File: src/design/cache_defines.svh
`ifndef CACHE_DEFINES_SVH
`define CACHE_DEFINES_SVH

// cache geometry
// ----------------------------------------------------------------------

// data word width
`define CACHE_WORD_W	32

// word address width, core and memory side
`define CACHE_ADDR_W	16

`define CACHE_BLOCK_W	2	// log2 words per block
`define CACHE_LINE_W	2	// log2 lines, fully associative

// tag is the word address without the word-in-block field
`define CACHE_TAG_W	(`CACHE_ADDR_W - `CACHE_BLOCK_W)

`endif

File: src/design/cache_addr_pkg.sv
`include "cache_defines.svh"

package cache_addr_pkg;

	// data and address types
	typedef logic [`CACHE_WORD_W-1:0]	word_t;		// one data word
	typedef logic [`CACHE_ADDR_W-1:0]	addr_t;		// word address

	// address fields
	typedef logic [`CACHE_TAG_W-1:0]	tag_t;		// block tag
	typedef logic [`CACHE_LINE_W-1:0]	line_t;		// line index
	typedef logic [`CACHE_BLOCK_W-1:0]	offs_t;		// word in block

	// one bit wider than the offset
	typedef logic [`CACHE_BLOCK_W:0]	xfer_cnt_t;

endpackage

File: src/design/cache_ctrl_pkg.sv
package cache_ctrl_pkg;

	// controller sequencing
	typedef enum logic [2:0] {
		ST_NORMAL,			// hit check and service
		ST_WAIT_READY,		// wait for memory, issue block read
		ST_VICTIM,			// replacement line pick
		ST_WRITE_BUFFER,	// dirty block -> write buffer
		ST_READ_BUFFER		// read buffer -> cache line
	} ctrl_state_e;

	// memory command opcode, driven on mem_rw_o
	typedef enum logic {
		MEM_READ	= 1'b0,
		MEM_WRITE	= 1'b1
	} mem_op_e;

endpackage

File: src/design/cache_ifs.sv
`timescale 1ns/1ns
`include "cache_defines.svh"

// tag lookup and tag write
// ----------------------------------------------------------------------
interface tag_if;
	import cache_addr_pkg::*;

	tag_t	lookup_tag;		// tag under test
	logic	wr_en;
	line_t	wr_line;
	tag_t	wr_tag;
	line_t	rd_line;		// line whose tag is read back
	logic	hit;
	line_t	hit_line;
	tag_t	rd_tag;

	modport ctrl (output lookup_tag, wr_en, wr_line, wr_tag, rd_line,
		input hit, hit_line, rd_tag);
	modport store (input lookup_tag, wr_en, wr_line, wr_tag, rd_line,
		output hit, hit_line, rd_tag);
endinterface

// word storage access
// ----------------------------------------------------------------------
interface data_if;
	import cache_addr_pkg::*;

	logic [`CACHE_LINE_W+`CACHE_BLOCK_W-1:0]	addr;	// {line, word}
	logic	we;
	word_t	wdata;
	word_t	rdata;			// same cycle as addr

	modport ctrl (output addr, we, wdata, input rdata);
	modport mem (input addr, we, wdata, output rdata);
endinterface

// replacement choice and dirty tracking
// ----------------------------------------------------------------------
interface victim_if;
	import cache_addr_pkg::*;

	logic	pick;			// one cycle strobe
	logic	mark_dirty;
	line_t	dirty_line;
	logic	clean;			// clear dirty of the chosen line
	line_t	line;			// valid the cycle after pick
	logic	dirty;

	modport ctrl (output pick, mark_dirty, dirty_line, clean, input line, dirty);
	modport sel (input pick, mark_dirty, dirty_line, clean, output line, dirty);
endinterface

File: src/design/cache_ctrl.sv
`timescale 1ns/1ns
`include "cache_defines.svh"

module cache_ctrl (
	input	logic					clock_i,
	input	logic					resetn_i,

	// core side
	input	logic					core_req_i,
	input	logic					core_rw_i,		// 1 = store
	input	cache_addr_pkg::tag_t	core_tag_i,
	input	cache_addr_pkg::offs_t	core_word_i,
	input	cache_addr_pkg::word_t	core_data_i,
	output	logic					core_done_o,
	output	logic					core_hit_o,
	output	cache_addr_pkg::word_t	core_data_o,

	// memory command
	input	logic					mem_ready_i,
	output	logic					mem_req_o,
	output	logic					mem_rw_o,
	output	cache_addr_pkg::addr_t	mem_addr_o,

	// read buffer, mem -> cache
	input	logic					rd_valid_i,
	input	cache_addr_pkg::word_t	rd_data_i,
	output	logic					rd_ack_o,

	// write buffer, cache -> mem
	input	logic					wr_ready_i,
	output	cache_addr_pkg::word_t	wr_data_o,
	output	logic					wr_ack_o,

	tag_if.ctrl						tag_bus,
	data_if.ctrl					data_bus,
	victim_if.ctrl					vic_bus
);
	import cache_addr_pkg::*;
	import cache_ctrl_pkg::*;

	localparam xfer_cnt_t LAST_XFER = xfer_cnt_t'((1 << `CACHE_BLOCK_W) - 1);

	ctrl_state_e	state_q;
	xfer_cnt_t		xfer_cnt_q;		// words moved in this block
	logic			pend_q;			// held request, retried after fill
	logic			rw_q;
	logic			wb_pend_q;		// block write still to be issued
	addr_t			wb_addr_q;
	line_t			victim_q;
	logic			core_done_q;
	logic			core_hit_q;
	word_t			core_data_q;

	logic			active;
	logic			rw_eff;
	logic			hit_go;
	logic			miss_go;
	logic			fill_go;
	logic			wb_go;
	logic			rd_go;
	logic			wr_go;
	logic			last_word;
	mem_op_e		mem_op;

	// strobes and qualifiers
	// ----------------------------------------------------------------------
	assign active		= (state_q == ST_NORMAL) && (core_req_i || pend_q);
	assign rw_eff		= pend_q ? rw_q : core_rw_i;	// retried op uses stored type
	assign hit_go		= active && tag_bus.hit;
	assign miss_go		= active && !tag_bus.hit;
	assign fill_go		= (state_q == ST_WAIT_READY) && mem_ready_i && !wb_pend_q;
	assign wb_go		= wb_pend_q && mem_ready_i;
	assign rd_go		= (state_q == ST_READ_BUFFER) && rd_valid_i;
	assign wr_go		= (state_q == ST_WRITE_BUFFER) && wr_ready_i;
	assign last_word	= (xfer_cnt_q == LAST_XFER);

	// memory command, read and write never in the same cycle
	assign mem_op		= wb_go ? MEM_WRITE : MEM_READ;
	assign mem_req_o	= fill_go || wb_go;
	assign mem_rw_o		= mem_op;
	assign mem_addr_o	= wb_go ? wb_addr_q : {core_tag_i, {`CACHE_BLOCK_W{1'b0}}};

	assign rd_ack_o		= rd_go;
	assign wr_ack_o		= wr_go;
	assign wr_data_o	= data_bus.rdata;	// victim word at {victim, count}

	assign core_done_o	= core_done_q;
	assign core_hit_o	= core_hit_q;
	assign core_data_o	= core_data_q;

	// tag and victim side
	assign tag_bus.lookup_tag	= core_tag_i;
	assign tag_bus.rd_line		= victim_q;
	assign tag_bus.wr_en		= rd_go && last_word;	// tag lands with last fill word
	assign tag_bus.wr_line		= victim_q;
	assign tag_bus.wr_tag		= core_tag_i;

	assign vic_bus.pick			= fill_go;
	assign vic_bus.mark_dirty	= hit_go && rw_eff;
	assign vic_bus.dirty_line	= tag_bus.hit_line;
	assign vic_bus.clean		= wr_go && last_word;

	// data array port
	always_comb begin
		data_bus.addr	= {tag_bus.hit_line, core_word_i};
		data_bus.we		= 1'b0;
		data_bus.wdata	= core_data_i;
		case (state_q)
			ST_NORMAL: data_bus.we = hit_go && rw_eff;		// store on hit
			ST_WRITE_BUFFER: data_bus.addr = {victim_q, xfer_cnt_q[`CACHE_BLOCK_W-1:0]};
			ST_READ_BUFFER: begin
				data_bus.addr	= {victim_q, xfer_cnt_q[`CACHE_BLOCK_W-1:0]};
				data_bus.we		= rd_go;
				data_bus.wdata	= rd_data_i;
			end
			default: ;
		endcase
	end

	// control sequencing
	// ----------------------------------------------------------------------
	always_ff @(posedge clock_i) begin
		if (!resetn_i) begin
			state_q		<= ST_NORMAL;
			xfer_cnt_q	<= '0;
			pend_q		<= 1'b0;
			rw_q		<= 1'b0;
			wb_pend_q	<= 1'b0;
			core_done_q	<= 1'b0;
			core_hit_q	<= 1'b0;
		end else begin
			core_done_q	<= 1'b0;	// one cycle pulse
			core_hit_q	<= 1'b0;

			if (wb_go) wb_pend_q <= 1'b0;	// command has gone out

			case (state_q)
				ST_NORMAL: begin
					if (hit_go) begin
						core_done_q	<= 1'b1;
						core_hit_q	<= !pend_q;		// retry after fill reports a miss
						pend_q		<= 1'b0;
					end else if (miss_go) begin
						pend_q		<= 1'b1;
						rw_q		<= rw_eff;
						state_q		<= ST_WAIT_READY;
					end
				end
				ST_WAIT_READY: if (fill_go) state_q <= ST_VICTIM;
				ST_VICTIM: state_q <= vic_bus.dirty ? ST_WRITE_BUFFER : ST_READ_BUFFER;
				ST_WRITE_BUFFER: begin
					if (wr_go) begin
						if (last_word) begin
							xfer_cnt_q	<= '0;
							wb_pend_q	<= 1'b1;	// whole block is in the buffer
							state_q		<= ST_READ_BUFFER;
						end else begin
							xfer_cnt_q	<= xfer_cnt_q + 1'b1;
						end
					end
				end
				ST_READ_BUFFER: begin
					if (rd_go) begin
						if (last_word) begin
							xfer_cnt_q	<= '0;
							state_q		<= ST_NORMAL;	// held request hits next
						end else begin
							xfer_cnt_q	<= xfer_cnt_q + 1'b1;
						end
					end
				end
				default: state_q <= ST_NORMAL;
			endcase
		end
	end

	// payload registers
	always_ff @(posedge clock_i) begin
		if (hit_go) core_data_q <= data_bus.rdata;
		if (state_q == ST_VICTIM) victim_q <= vic_bus.line;
		// victim tag still in place on the first word
		if (wr_go && (xfer_cnt_q == '0))
			wb_addr_q <= {tag_bus.rd_tag, {`CACHE_BLOCK_W{1'b0}}};
	end

	// memory handshake rules
	// ----------------------------------------------------------------------
	a_mem_req: assert property (@(posedge clock_i) disable iff (!resetn_i)
		mem_req_o |-> mem_ready_i)
		else $error("mem_req_o without mem_ready_i");
	a_rd_ack: assert property (@(posedge clock_i) disable iff (!resetn_i)
		rd_ack_o |-> rd_valid_i)
		else $error("rd_ack_o without rd_valid_i");
	a_wr_ack: assert property (@(posedge clock_i) disable iff (!resetn_i)
		wr_ack_o |-> wr_ready_i)
		else $error("wr_ack_o without wr_ready_i");

endmodule

File: src/design/cache_top.sv
`timescale 1ns/1ns

module cache_top (
	input	logic					clock_i,
	input	logic					resetn_i,

	// core
	input	logic					core_req_i,
	input	logic					core_rw_i,
	input	cache_addr_pkg::tag_t	core_tag_i,
	input	cache_addr_pkg::offs_t	core_word_i,
	input	cache_addr_pkg::word_t	core_data_i,
	output	logic					core_done_o,
	output	logic					core_hit_o,
	output	cache_addr_pkg::word_t	core_data_o,

	// memory command
	input	logic					mem_ready_i,
	output	logic					mem_req_o,
	output	logic					mem_rw_o,
	output	cache_addr_pkg::addr_t	mem_addr_o,

	// read and write buffers
	input	logic					rd_valid_i,
	input	cache_addr_pkg::word_t	rd_data_i,
	output	logic					rd_ack_o,
	input	logic					wr_ready_i,
	output	cache_addr_pkg::word_t	wr_data_o,
	output	logic					wr_ack_o
);

	tag_if		tag_bus ();
	data_if		data_bus ();
	victim_if	vic_bus ();

	// sequencing, owns all external ports
	cache_ctrl u_cache_ctrl (
		.clock_i		(clock_i),
		.resetn_i		(resetn_i),
		.core_req_i		(core_req_i),
		.core_rw_i		(core_rw_i),
		.core_tag_i		(core_tag_i),
		.core_word_i	(core_word_i),
		.core_data_i	(core_data_i),
		.core_done_o	(core_done_o),
		.core_hit_o		(core_hit_o),
		.core_data_o	(core_data_o),
		.mem_ready_i	(mem_ready_i),
		.mem_req_o		(mem_req_o),
		.mem_rw_o		(mem_rw_o),
		.mem_addr_o		(mem_addr_o),
		.rd_valid_i		(rd_valid_i),
		.rd_data_i		(rd_data_i),
		.rd_ack_o		(rd_ack_o),
		.wr_ready_i		(wr_ready_i),
		.wr_data_o		(wr_data_o),
		.wr_ack_o		(wr_ack_o),
		.tag_bus		(tag_bus.ctrl),
		.data_bus		(data_bus.ctrl),
		.vic_bus		(vic_bus.ctrl)
	);

	tag_store u_tag_store (
		.clock_i	(clock_i),
		.resetn_i	(resetn_i),
		.tag_bus	(tag_bus.store)
	);

	data_array u_data_array (
		.clock_i	(clock_i),
		.data_bus	(data_bus.mem)
	);

	victim_select u_victim_select (
		.clock_i	(clock_i),
		.resetn_i	(resetn_i),
		.vic_bus	(vic_bus.sel)
	);

endmodule

File: src/design/data_array.sv
`timescale 1ns/1ns
`include "cache_defines.svh"

module data_array (
	input	logic	clock_i,
	data_if.mem		data_bus
);
	import cache_addr_pkg::*;

	// lines x words per block
	localparam int DEPTH = 1 << (`CACHE_LINE_W + `CACHE_BLOCK_W);

	word_t	mem_q [DEPTH];

	// combinational read, same cycle as addr
	assign data_bus.rdata = mem_q[data_bus.addr];

	always_ff @(posedge clock_i) begin
		if (data_bus.we) mem_q[data_bus.addr] <= data_bus.wdata;
	end

endmodule

File: src/design/tag_store.sv
`timescale 1ns/1ns
`include "cache_defines.svh"

module tag_store (
	input	logic	clock_i,
	input	logic	resetn_i,
	tag_if.store	tag_bus
);
	import cache_addr_pkg::*;

	localparam int NUM_LINES = 1 << `CACHE_LINE_W;

	tag_t					tag_q [NUM_LINES];
	logic [NUM_LINES-1:0]	valid_q;
	logic [NUM_LINES-1:0]	match;

	// parallel compare, empty lines never match
	always_comb begin
		for (int i = 0; i < NUM_LINES; i++)
			match[i] = valid_q[i] && (tag_q[i] == tag_bus.lookup_tag);
	end

	// match vector -> line index
	always_comb begin
		tag_bus.hit_line = '0;
		for (int i = 0; i < NUM_LINES; i++)
			if (match[i]) tag_bus.hit_line = line_t'(i);
	end

	assign tag_bus.hit		= |match;
	assign tag_bus.rd_tag	= tag_q[tag_bus.rd_line];	// writeback address source

	always_ff @(posedge clock_i) begin
		if (!resetn_i)
			valid_q <= '0;
		else if (tag_bus.wr_en)
			valid_q[tag_bus.wr_line] <= 1'b1;
	end

	always_ff @(posedge clock_i) begin
		if (tag_bus.wr_en) tag_q[tag_bus.wr_line] <= tag_bus.wr_tag;
	end

	// a block lives in one line only
	a_one_match: assert property (@(posedge clock_i) disable iff (!resetn_i)
		$onehot0(match))
		else $error("tag matches more than one line");

endmodule

File: src/design/victim_select.sv
`timescale 1ns/1ns
`include "cache_defines.svh"

module victim_select (
	input	logic	clock_i,
	input	logic	resetn_i,
	victim_if.sel	vic_bus
);
	import cache_addr_pkg::*;

	localparam int NUM_LINES = 1 << `CACHE_LINE_W;

	line_t					ptr_q;		// last chosen line
	line_t					ptr_next;
	logic [NUM_LINES-1:0]	dirty_q;
	logic					dirty_sel_q;	// dirty bit of chosen line

	assign ptr_next		= ptr_q + 1'b1;		// wraps
	assign vic_bus.line	= ptr_q;
	assign vic_bus.dirty	= dirty_sel_q;

	// ----------------------------------------------------------------------
	always_ff @(posedge clock_i) begin
		if (!resetn_i) begin
			ptr_q		<= '1;		// first pick rolls over to line 0
			dirty_q		<= '0;
			dirty_sel_q	<= 1'b0;
		end else begin
			if (vic_bus.pick) begin
				ptr_q		<= ptr_next;
				dirty_sel_q	<= dirty_q[ptr_next];
			end
			// store hit on a line
			if (vic_bus.mark_dirty) dirty_q[vic_bus.dirty_line] <= 1'b1;
			if (vic_bus.clean) dirty_q[ptr_q] <= 1'b0;	// victim written out
		end
	end

endmodule

File: config.mk
export PLATFORM = sky130hd
export DESIGN_NAME = cache_top
export DESIGN_NICKNAME = d
export VERILOG_FILES = /design/src/design/cache_addr_pkg.sv /design/src/design/cache_ctrl_pkg.sv /design/src/design/cache_ifs.sv /design/src/design/cache_ctrl.sv /design/src/design/cache_top.sv /design/src/design/data_array.sv /design/src/design/tag_store.sv /design/src/design/victim_select.sv
export VERILOG_INCLUDE_DIRS = /design/src /design/src/design
export SDC_FILE = /design/constraint.sdc
export NUM_CORES = 1
export LEC_CHECK = 0
export ABC_AREA = 1
export BUFFER_PORTS_ARGS = -buffer_cell sky130_fd_sc_hd__buf_2
export CORE_ASPECT_RATIO = 0.8
export CORE_MARGIN = 2
export CORE_UTILIZATION = 42
export CTS_CLUSTER_DIAMETER = 60
export DETAILED_ROUTE_END_ITERATION = 7
export PLACE_DENSITY_LB_ADDON = 0.05
export REMOVE_ABC_BUFFERS = 1
export SETUP_SLACK_MARGIN = 0.4
export SLEW_MARGIN = 5
export SYNTH_ARGS = -nofsm -noshare
export SYNTH_HDL_FRONTEND = slang
export SYNTH_SLANG_ARGS = --single-unit
export TNS_END_PERCENT = 5
File: constraint.sdc
create_clock -name clock_i -period 5 [get_ports clock_i]
set_clock_uncertainty 0.2 [all_clocks]
set_input_delay 0.75 -clock clock_i [delete_from_list [all_inputs] [get_ports clock_i]]
set_output_delay 0.75 -clock clock_i [all_outputs]
set_load 0.02 [all_outputs]
==> reports/qor.yml, run 1 <==
clock_network:
  hold_buffers: 0
  clk_latency_ns: 0.60
  cts-buffers-inserted: 68
  clockBufferDepth: 3
  cts-root-buf: "clkbuf_16"
  numClockSinks: 638
  h-tree-depth: 3
  cts_tree: "built"
  path_clk_slew_ns: 0.06
floorplanning:
  start_util: 0.425
  die_area_um2: 65400
  die_w_um: 285
  ioPinCount: 173
  core_area_um2: 62600
  rows: 82
  die_h_um: 229
placed_design:
  gp_congestion: 0.920
  port_buffers: 170
  hpwl_um: 48500
  place_inst: 3425
route:
  avgViaCountPerCell: 5.27
  drcViolationCount: 0
  final_antenna_net_count: 0
  firstDrtPassIters: 5
  first_iter_violations: 1776
  drt_wl_total_um: 81900
  post_drt_wl_per_cell_um: 23.1
  vias: 18700
synthesis:
  async_flop_share: 0
  synth_area_leader_cell: "edfxtp_1"
  synth.cell_area_um2: 26600
  synth_commonest_cells: "nand2_1, edfxtp_1, nand3_1, inv_1, nor2_1"
  avgSynthCellArea_um2: 10.8
  synth_edf_count: 616
  synth_top_cell_area_share: 0.696
  ys_ff_latch: 638
  synthMostInstantiatedCell: "nand2_1"
  synthDistinctLibCells: 35
  syn_inst: 2451
  synth_warnings: 0
  synth_top_flop_cell: "edfxtp_1"
  synthTopCellsByArea: "edfxtp_1, nand2_1, nand3_1"
  yosysSeqAreaShare: 0.712
global_routing:
  grt_max_degree: 66
  overflow: 0
  grt_pass1_vias: 17800
  grt_use_total: 0.250
  antenna_found_initial: 1
  grt_pass1_wl_um: 120000
setup_path:
  required_ns: 4.05
  reg2reg_slack_ns: 1.16
  cp-start-kind: "flop"
  crit_fanout: 33
  worst-r2r-cell-count: 13
  worst_setup_path_end_kind: "primary output"
  cp-startpoint: "u_cache_ctrl.state_q[2]"
  crit_end: "wr_data_o[17]"
  r2r-end: "u_data_array.mem_q[7][18]"
  r2r-start: "u_cache_ctrl.state_q[2]"
  crit_type: "reg2out"
  crit_arrival_ns: 3.49
finish:
  diodes: 0
  finalNetCount: 2754
  finalNonFillerCells: 3549
  area_delta_synth_final_pct: 16.3
  layout-drive-gt1-share: 0.138
timing:
  finalCritPeriodShare: 0.887
  hold_violations: 0
  maxClockFrequency_mhz: 225
  setup_viol: 0
  tightest_slew_ns: 1.16
  fin_crit_ns: 4.44
  drv_slew: 0
  rsz0062_at_grt: "yes"
  relSlewSlack: 0.225
pwr:
  power_density_nw_per_um2: 492
  ir_worst_vdd_mv: 0.279
  power.total_w: 0.0152
  leakagePower_nw: 12.1
status:
  outcome: "finished clean"
worst_hold_path:
  hp-class: "in2reg"
flow_run:
  drv_cap: 0
## layout by cell type, fill, tap and decap left out, types with 21 or more instances in the layout
| master | count |
|---|---|
| buf_4 | 59 |
| edfxtp_1 | 616 |
| nor2_1 | 72 |
| clkbuf_16 | 72 |
| nor2_4 | 21 |
| nand3_1 | 146 |
| nand2_1 | 1183 |
| o21ai_0 | 31 |
| buf_2 | 170 |
| nand4_1 | 68 |
| inv_1 | 97 |
| dfxtp_1 | 22 |
## through the flow
| stage | hold slack (ns) | setup TNS (ns) | setup WS [ns] | area (um2) | utilization |
|---|---|---|---|---|---|
| 3_5_place_dp | 0.245 | 0 | 0.608 | 28700 | 0.459 |
| 4_1_cts | 0.184 | 0 | 0.362 | 30900 | 0.493 |
| 6_report | 0.216 | 0 | 0.564 | 30900 | 0.494 |
| 5_1_grt | 0.208 | 0 | 0.320 | 30900 | 0.494 |
| 2_1_floorplan | 0.226 | -693.16 | -1.42 | 26100 | - |
| 3_3_place_gp | 0.238 | 0 | 0.656 | 28700 | 0.459 |
## kinds of logic (layout without fill, tap and decap cells)
family,count (synthesis),in the layout,share of synthesized area
simple gates,1510,1510,0.228
flops,638,638,0.712
compound gates,84,84,0.0201
other cells,1,2,0.000141
fa+ha+maj,6,6,0.00282
xor+xnor,6,6,0.00198
buf+inv,206,463,0.0343
## cell type report
| cell class | count | area, um2 |
|---|---|---|
| clock inverter | 30 | 225 |
| tap | 840 | 1050 |
| multi-input combinational | 1608 | 6920 |
| inverter | 101 | 379 |
| sequential | 638 | 18900 |
| fill | 5767 | 31700 |
| timing repair buffer | 244 | 1560 |
| clock buffer | 88 | 1840 |
## worst max-delay path: stages (launching register included)
cell and delay, ns:
dfxtp_1 0.39, inv_1 0.08, nand2_1 0.10, inv_2 0.05, nand2_1 0.07, nand2_1 0.11, buf_4 0.22, nand2_2 0.09
o21ai_4 0.09, buf_4 0.26, nor2_4 0.30, clkbuf_16 0.30, nand2_1 0.07, nand3_1 0.08, nand3_1 0.06, nand2_1 0.11
nand2_1 0.06, nand2_2 0.18, buf_2 0.23
## how the worst min path moves through the flow
stage | depth (start not counted) | from | slack (ns) | end
floorplan | 2 | u_cache_ctrl.xfer_cnt_q[2] | 0.23 | u_cache_ctrl.xfer_cnt_q[2]
global placement | 2 | u_cache_ctrl.rw_q | 0.24 | u_cache_ctrl.rw_q
detailed placement | 2 | u_cache_ctrl.rw_q | 0.24 | u_cache_ctrl.rw_q
CTS | 1 | core_tag_i[11] | 0.18 | u_tag_store.tag_q[3][11]
global route | 1 | core_tag_i[11] | 0.21 | u_tag_store.tag_q[2][11]
finish | 1 | core_tag_i[11] | 0.22 | u_tag_store.tag_q[3][11]
## state kept, by name, summed over array words and instances (netlist names)
register / count
u_cache_ctrl.state_q: 3
u_victim_select.vic_bus.line: 2
u_tag_store.valid_q: 4
u_cache_ctrl.core_done_o: 1
u_tag_store.tag_q: 56
u_cache_ctrl.core_data_o: 32
u_cache_ctrl.pend_q: 1
u_cache_ctrl.xfer_cnt_q: 3
u_cache_ctrl.core_hit_o: 1
u_victim_select.vic_bus.dirty: 1
u_cache_ctrl.wb_addr_q: 14
u_victim_select.dirty_q: 4
u_cache_ctrl.rw_q: 1
u_cache_ctrl.wb_pend_q: 1
u_data_array.mem_q: 512
u_cache_ctrl.tag_bus.rd_line: 2
## layer usage
layer  GRT usage  share of wire
met1       0.392           0.48
met5           0              0
met3      0.0522          0.080
met2       0.353           0.42
met4      0.0568          0.016
## power by group
part	switching (W)	internal [W]
clock network	0.00206	0.00271
registers	0.0000388	0.00631
logic	0.00306	0.00105
## what timing repair did
item / 4_1_cts / 5_1_grt
buffers inserted: 4 / 1
setup endpoints to repair: 27 / 32
pin swaps: 1 / 1
gates cloned: 0 / 1
resized for setup: 2 / 11
Power figures use the tool's default switching activity.
==> inputs of run 2 (changes only) <==
RECOVER_POWER = 100   (was default)
==> run 2 against run 1 <==
Compared with the run above:
- the run now ends with capacitance limit, slew limit left
- via count about the same
- count of clock-buffer cells in the layout unchanged
- fmax shrank 3.4%
- worst setup slack got worse by 0.16 ns
- first-iteration DRC count down 0.17%
- non-clock buffer count did not move
==> reports/qor.yml, run 2 (synthesis gave the netlist of run 1 again) <==
status:
  outcome: "complete, but fails checks"  # was finished clean
  violations: "capacitance limit, slew limit"
route:
  avgViaCountPerCell: 5.27  # about the same
  first_iter_violations: 1773  # was 1776
  drcViolationCount: 0  # unchanged
  final_antenna_net_count: 0  # unchanged
  drt_wl_total_um: 81800  # was 81900 um
  vias: 18700  # about the same
  post_drt_wl_per_cell_um: 23.0  # was 23.1 um
  firstDrtPassIters: 5  # unchanged
timing:
  setup_viol: 0  # unchanged
  setup_tns_ns: 0  # unchanged
  finalCritPeriodShare: 0.918  # was 0.887
  maxClockFrequency_mhz: 218  # was 225 MHz
  fin_crit_ns: 4.59  # was 4.44 ns
  drv_slew: 66  # was 0
  fin_ws_ns: 0.408  # was 0.564 ns
  rsz0062_at_grt: "yes"  # unchanged
  tightest_slew_ns: 2.60  # was 1.16 ns
  relSlewSlack: -0.730  # was 0.225
  hold_violations: 0  # unchanged
finish:
  layout_common_cells: "nand2_1, edfxtp_1, nand3_1, clkbuf_1, inv_1"  # was nand2_1, edfxtp_1, buf_2, nand3_1, inv_1
  area_delta_synth_final_pct: 15.4  # was 16.3%
  fin_area_um2: 30700  # was 30900 um2
  nFillCells: 5817  # was 5767
  final_common_cell: "nand2_1"  # unchanged
  diodes: 0  # unchanged
  largest_register_ffs: 512  # unchanged
  layout-drive-gt1-share: 0.102  # was 0.138
  finalNetCount: 2754  # unchanged
  regMostFlops: "u_data_array.mem_q"  # unchanged
  multi_input_area_um2: 6880  # was 6920 um2
  seq_area_um2: 18900  # unchanged
placed_design:
  pre_cts_slack_ns: 0.608  # unchanged
  hpwl_um: 48500  # unchanged
  place_area_um2: 28700  # unchanged
  gp_congestion: 0.920  # unchanged
  port_buffers: 170  # unchanged
clock_network:
  cts_tree: "built"  # unchanged
  clockBufferDepth: 3  # unchanged
  path_clk_slew_ns: 0.06  # about the same
  cts-buffers-inserted: 68  # unchanged
  cts-root-buf: "clkbuf_16"  # unchanged
  clk_latency_ns: 0.60  # about the same
  numClockSinks: 638  # unchanged
  h-tree-depth: 3  # unchanged
floorplanning:
  core_area_um2: 62600  # unchanged
  rows: 82  # unchanged
  die_w_um: 285  # unchanged
  ioPinCount: 173  # unchanged
  die_h_um: 229  # unchanged
  die_area_um2: 65400  # unchanged
  start_util: 0.425  # unchanged
global_routing:
  grt_use_total: 0.250  # unchanged
  grt_pass1_wl_um: 120000  # unchanged
  antenna_found_initial: 1  # unchanged
  overflow: 0  # unchanged
  grt_pass1_vias: 17800  # unchanged
  grt_max_degree: 66  # unchanged
setup_path:
  crit_arrival_ns: 3.64  # was 3.49 ns
  crit_type: "in2out"  # was reg2out
  required_ns: 4.05  # about the same
  crit_top_cell: "nand2_1"  # unchanged
  cp-start-kind: "input pin"  # was flop
  worst_setup_path_end_kind: "primary output"  # unchanged
  r2r-end: "u_data_array.mem_q[0][0]"  # was u_data_array.mem_q[7][18]
  cpMaxStageDelayCell: "inv_2"  # was dfxtp_1
  crit_fanout: 16  # was 33
  worst-r2r-cell-count: 9  # was 13
  r2r-start: "u_cache_ctrl.state_q[0]"  # was u_cache_ctrl.state_q[2]
  path_cells: "clkbuf_1 -> inv_1 -> nand2_1 -> nand2_1 -> nor2_1 -> nand2_1 -> nor2_1 -> nand2_1 -> nand2_1 -> o21ai_4 -> inv_2 -> clkbuf_2 -> nand2_1 -> nand2_1 -> clkbuf_1"  # was inv_1 -> nand2_1 -> inv_2 -> nand2_1 -> nand2_1 -> buf_4 -> nand2_2 -> o21ai_4 -> buf_4 -> nor2_4 -> clkbuf_16 -> nand2_1 -> nand3_1 -> nand3_1 -> nand2_1 -> nand2_1 -> nand2_2 -> buf_2
  reg2reg_slack_ns: 0.49  # was 1.16 ns
  critical_path.max_stage_delay_ns: 0.44  # was 0.39 ns
pwr:
  pwr-share-comb: 0.268  # was 0.270
  p_sw_w: 0.00514  # was 0.00516 W
  internal_power_w: 0.0100  # was 0.0101 W
  switching_share: 0.339  # about the same
  clock_power_share: 0.314  # was 0.313
  ir_worst_vdd_mv: 0.269  # was 0.279 mV
  power_density_nw_per_um2: 494  # was 492 nW/um2
  seqPwrFrac: 0.418  # was 0.417
  leakagePower_nw: 11.8  # was 12.1 nW
worst_hold_path:
  hp-start: "u_cache_ctrl.rw_q"  # was core_tag_i[11]
  min_to: "u_cache_ctrl.rw_q"  # was u_tag_store.tag_q[3][11]
  hp-class: "reg2reg"  # was in2reg
  holdPathStages: 2  # was 1
flow_run:
  drv_cap: 3  # was 0
[run 2: cell types whose count changed in the layout (fill, tap and decap cells not counted), moves of 2 or more]
cell,delta
buf_2,-83
nor2_4,-5
nor2_1,+7
nor2_2,-2
clkbuf_1,+90
buf_4,-27
clkbuf_2,+20
[run 2: worst max path at each step]
| stage | start | end | cells after the start |
|---|---|---|---|
| after floorplan | u_cache_ctrl.state_q[0] | u_data_array.mem_q[10][0] | 8 |
| after global placement | core_tag_i[7] | wr_data_o[26] | 18 |
| after detailed placement | core_tag_i[7] | wr_data_o[29] | 18 |
| after CTS | u_cache_ctrl.state_q[2] | wr_data_o[12] | 17 |
| after global routing | core_tag_i[7] | wr_data_o[25] | 18 |
| final | core_tag_i[8] | wr_data_o[19] | 15 |
[run 2: repair_timing]
action	in CTS	in global routing
endpoints found under the setup margin	27	32
hold buffers	0	0
cloned	0	1
setup buffers	4	1
resized for setup	2	11
pin swaps	1	1
[run 2: cell type report]
class / instances / share of cell area
tap: 840 / 0.0343
clock inverter: 30 / 0.00734
sequential: 638 / 0.617
inverter: 101 / 0.0124
clock buffer: 88 / 0.0600
timing repair buffer: 244 / 0.0445
multi-input combinational: 1608 / 0.224
[run 2: metrics by stage]
step	utilization	hold slack, ns	total power (W)	instances
finish	0.490	0.253	0.0152	3549
global route	0.490	0.254	0.0159	3549
CTS	0.493	0.184	0.0153	3547
detailed placement	0.459	0.245	0.0105	3425
global placement	0.459	0.238	0.0105	3425
floorplan	-	0.226	0.00877	2347
[run 2: worst max-delay path: cells and delay by family]
kind	cells	cell delay (ns)
simple gates	9	1.25
compound gates	1	0.07
buf+inv	5	1.55
[run 2: routing by layer]
metal	part of all wire	GRT usage	wire [um]
met3	0.080	0.0522	6510
met2	0.42	0.353	34200
met4	0.016	0.0568	1320
met1	0.49	0.392	39800
met5	0	0	0
[run 2: power groups by stage]
stage / Sequential (W) / Clock [W] / Combinational, W
5_1_grt: 0.00635 / 0.00508 / 0.00448
3_3_place_gp: 0.00646 / 0 / 0.00404
2_1_floorplan: 0.00644 / 0 / 0.00233
6_report: 0.00635 / 0.00476 / 0.00406
4_1_cts: 0.00635 / 0.00487 / 0.00410
3_5_place_dp: 0.00646 / 0 / 0.00406
==> inputs of run 3 (changes only) <==
CORE_UTILIZATION = 37   (was 42)
SETUP_SLACK_MARGIN = default   (was 0.4)
==> run 3 against run 2 <==
Compared with the run above:
- the flow still finishes with violations (capacitance limit, slew limit)
- worst setup slack worse by 0.16 ns
- worst hold slack worse by 0.020 ns
- flip-flop and latch count unchanged
- largest power group unchanged
==> reports/qor.yml, run 3 (synthesis gave the netlist of run 1 again) <==
pwr:
  ir_worst_vdd_mv: 0.244  # was 0.269 mV
  power_density_nw_per_um2: 500  # was 494 nW/um2
  leakagePower_nw: 11.8  # about the same
  power.total_w: 0.0154  # was 0.0152 W
finish:
  final_common_cell: "nand2_1"  # unchanged
  diodes: 0  # unchanged
  largest_register_ffs: 512  # unchanged
  area_delta_synth_final_pct: 16.0  # was 15.4%
  finalNetCount: 2743  # was 2754
  fin_area_um2: 30800  # was 30700 um2
  nFillCells: 6826  # was 5817
  layout-drive-gt1-share: 0.101  # was 0.102
  layout_common_cells: "nand2_1, edfxtp_1, nand3_1, clkbuf_1, inv_1"  # unchanged
  regMostFlops: "u_data_array.mem_q"  # unchanged
timing:
  maxClockFrequency_mhz: 211  # was 218 MHz
  drv_slew: 64  # was 66
  tightest_slew_ns: 2.61  # was 2.60 ns
  setup_viol: 0  # unchanged
  finalCritPeriodShare: 0.950  # was 0.918
  rsz0062_at_grt: "no"  # was yes
  fin_crit_ns: 4.75  # was 4.59 ns
  hold_violations: 0  # unchanged
  relSlewSlack: -0.743  # was -0.730
clock_network:
  clk_latency_ns: 0.60  # about the same
  hold_buffers: 0  # unchanged
  cts_tree: "built"  # unchanged
  h-tree-depth: 3  # unchanged
  clockBufferDepth: 3  # unchanged
  path_clk_slew_ns: 0.05  # was 0.06 ns
  cts-buffers-inserted: 70  # was 68
  cts-root-buf: "clkbuf_16"  # unchanged
  cts_setup_buffers: 0  # was 4
  numClockSinks: 638  # unchanged
global_routing:
  antenna_found_initial: 0  # was 1
  grt_use_total: 0.223  # was 0.250
  overflow: 0  # unchanged
  grt_pass1_vias: 17900  # was 17.8k
  grt_pass1_wl_um: 121000  # was 120000 um
  grt_max_degree: 68  # was 66
flow_run:
  drv_cap: 3  # unchanged
placed_design:
  place_area_um2: 28800  # was 28700 um2
  port_buffers: 170  # unchanged
  hpwl_um: 48900  # was 48500 um
  gp_congestion: 0.921  # was 0.920
floorplanning:
  die_h_um: 244  # was 229 um
  rows: 87  # was 82
  start_util: 0.376  # was 0.425
  die_w_um: 304  # was 285 um
  ioPinCount: 173  # unchanged
  die_area_um2: 74000  # was 65400 um2
  core_area_um2: 70800  # was 62600 um2
setup_path:
  worst_setup_path_end_kind: "primary output"  # unchanged
  crit_type: "reg2out"  # was in2out
  crit_fanout: 41  # was 16
  crit_arrival_ns: 3.80  # was 3.64 ns
  cp-start-kind: "flop"  # was input pin
  required_ns: 4.05  # about the same
route:
  firstDrtPassIters: 5  # unchanged
  vias: 18500  # was 18.7k
  avgViaCountPerCell: 5.08  # was 5.27
  drcViolationCount: 0  # unchanged
  first_iter_violations: 1441  # was 1773
  drt_wl_total_um: 83000  # was 81800 um
  post_drt_wl_per_cell_um: 22.8  # was 23.0 um
  final_antenna_net_count: 0  # unchanged
status:
  outcome: "complete, but fails checks"  # unchanged
  violations: "capacitance limit, slew limit"  # unchanged
worst_hold_path:
  hp-class: "in2reg"  # was reg2reg
run 3: cell types whose count changed in the layout (fill, tap and decap cells not counted), sizes merged:
cell / change
clkinv: +2
bufinv: +5
buf: -35
clkbuf: +21
run 3: final timing paths:
kind                                              endpoint                       start  cells past startpoint  slack (ns)
worst max-delay path                         wr_data_o[20]     u_cache_ctrl.state_q[2]                     18        0.25
worst min-delay path                u_cache_ctrl.wb_pend_q                 mem_ready_i                      4        0.23
worst max register to register  u_data_array.mem_q[15][20]     u_cache_ctrl.state_q[0]                      9        0.38
worst min register to register  u_victim_select.dirty_q[2]  u_victim_select.dirty_q[2]                      2        0.25
run 3: worst max-delay path: stages, from the launching register on:
cell      delay [ns]
dfxtp_1         0.34
inv_1           0.09
nand2_1         0.08
inv_2           0.07
nand2_1         0.06
nand2_1         0.08
buf_4           0.23
inv_1           0.17
nand2_1         0.10
nand2_2         0.27
nor2_4          0.55
buf_12          0.33
nand2_1         0.08
nand3_1         0.09
nand3_1         0.07
nand2_1         0.09
nand2_1         0.04
nand2_1         0.20
clkbuf_2        0.21
run 3: timing repair:
action	in CTS	in global routing
gates resized for setup	0	2
setup endpoints to repair	0	3
endpoints found under the hold margin	0	0
run 3: final cells by class:
type                       instances  area, um2  share of cell area
clock inverter                    37        378              0.0123
multi-input combinational       1608       6890               0.223
inverter                         101        379              0.0123
timing repair buffer             231       1250              0.0404
tap                              934       1170              0.0379
clock buffer                      87       1840              0.0596
sequential                       638      18900               0.614
run 3: routing by layer:
metal	global-route usage	wire length (um)	vias to the layer above
met5	0	0	-
met1	0.340	40900	9153
li1	-	-	8687
met3	0.0430	5210	99
met2	0.328	35500	539
met4	0.0478	1340	0
run 3: report_power, final:
part | switching [W] | total, W | internal [W]
logic | 0.00303 | 0.00400 | 0.000970
registers | 0.0000384 | 0.00635 | 0.00631
clock network | 0.00210 | 0.00507 | 0.00297
run 3: per-stage QoR:
step | hold WS (ns) | cells | utilization | setup slack [ns] | TNS [ns]
CTS | 0.179 | 3636 | 0.439 | 0.169 | 0
detailed placement | 0.243 | 3512 | 0.408 | 0.702 | 0
global route | 0.248 | 3636 | 0.436 | 0.0106 | 0
finish | 0.234 | 3636 | 0.436 | 0.250 | 0
global placement | 0.240 | 3512 | 0.408 | 0.745 | 0
floorplan | 0.226 | 2347 | - | -1.42 | -693.16
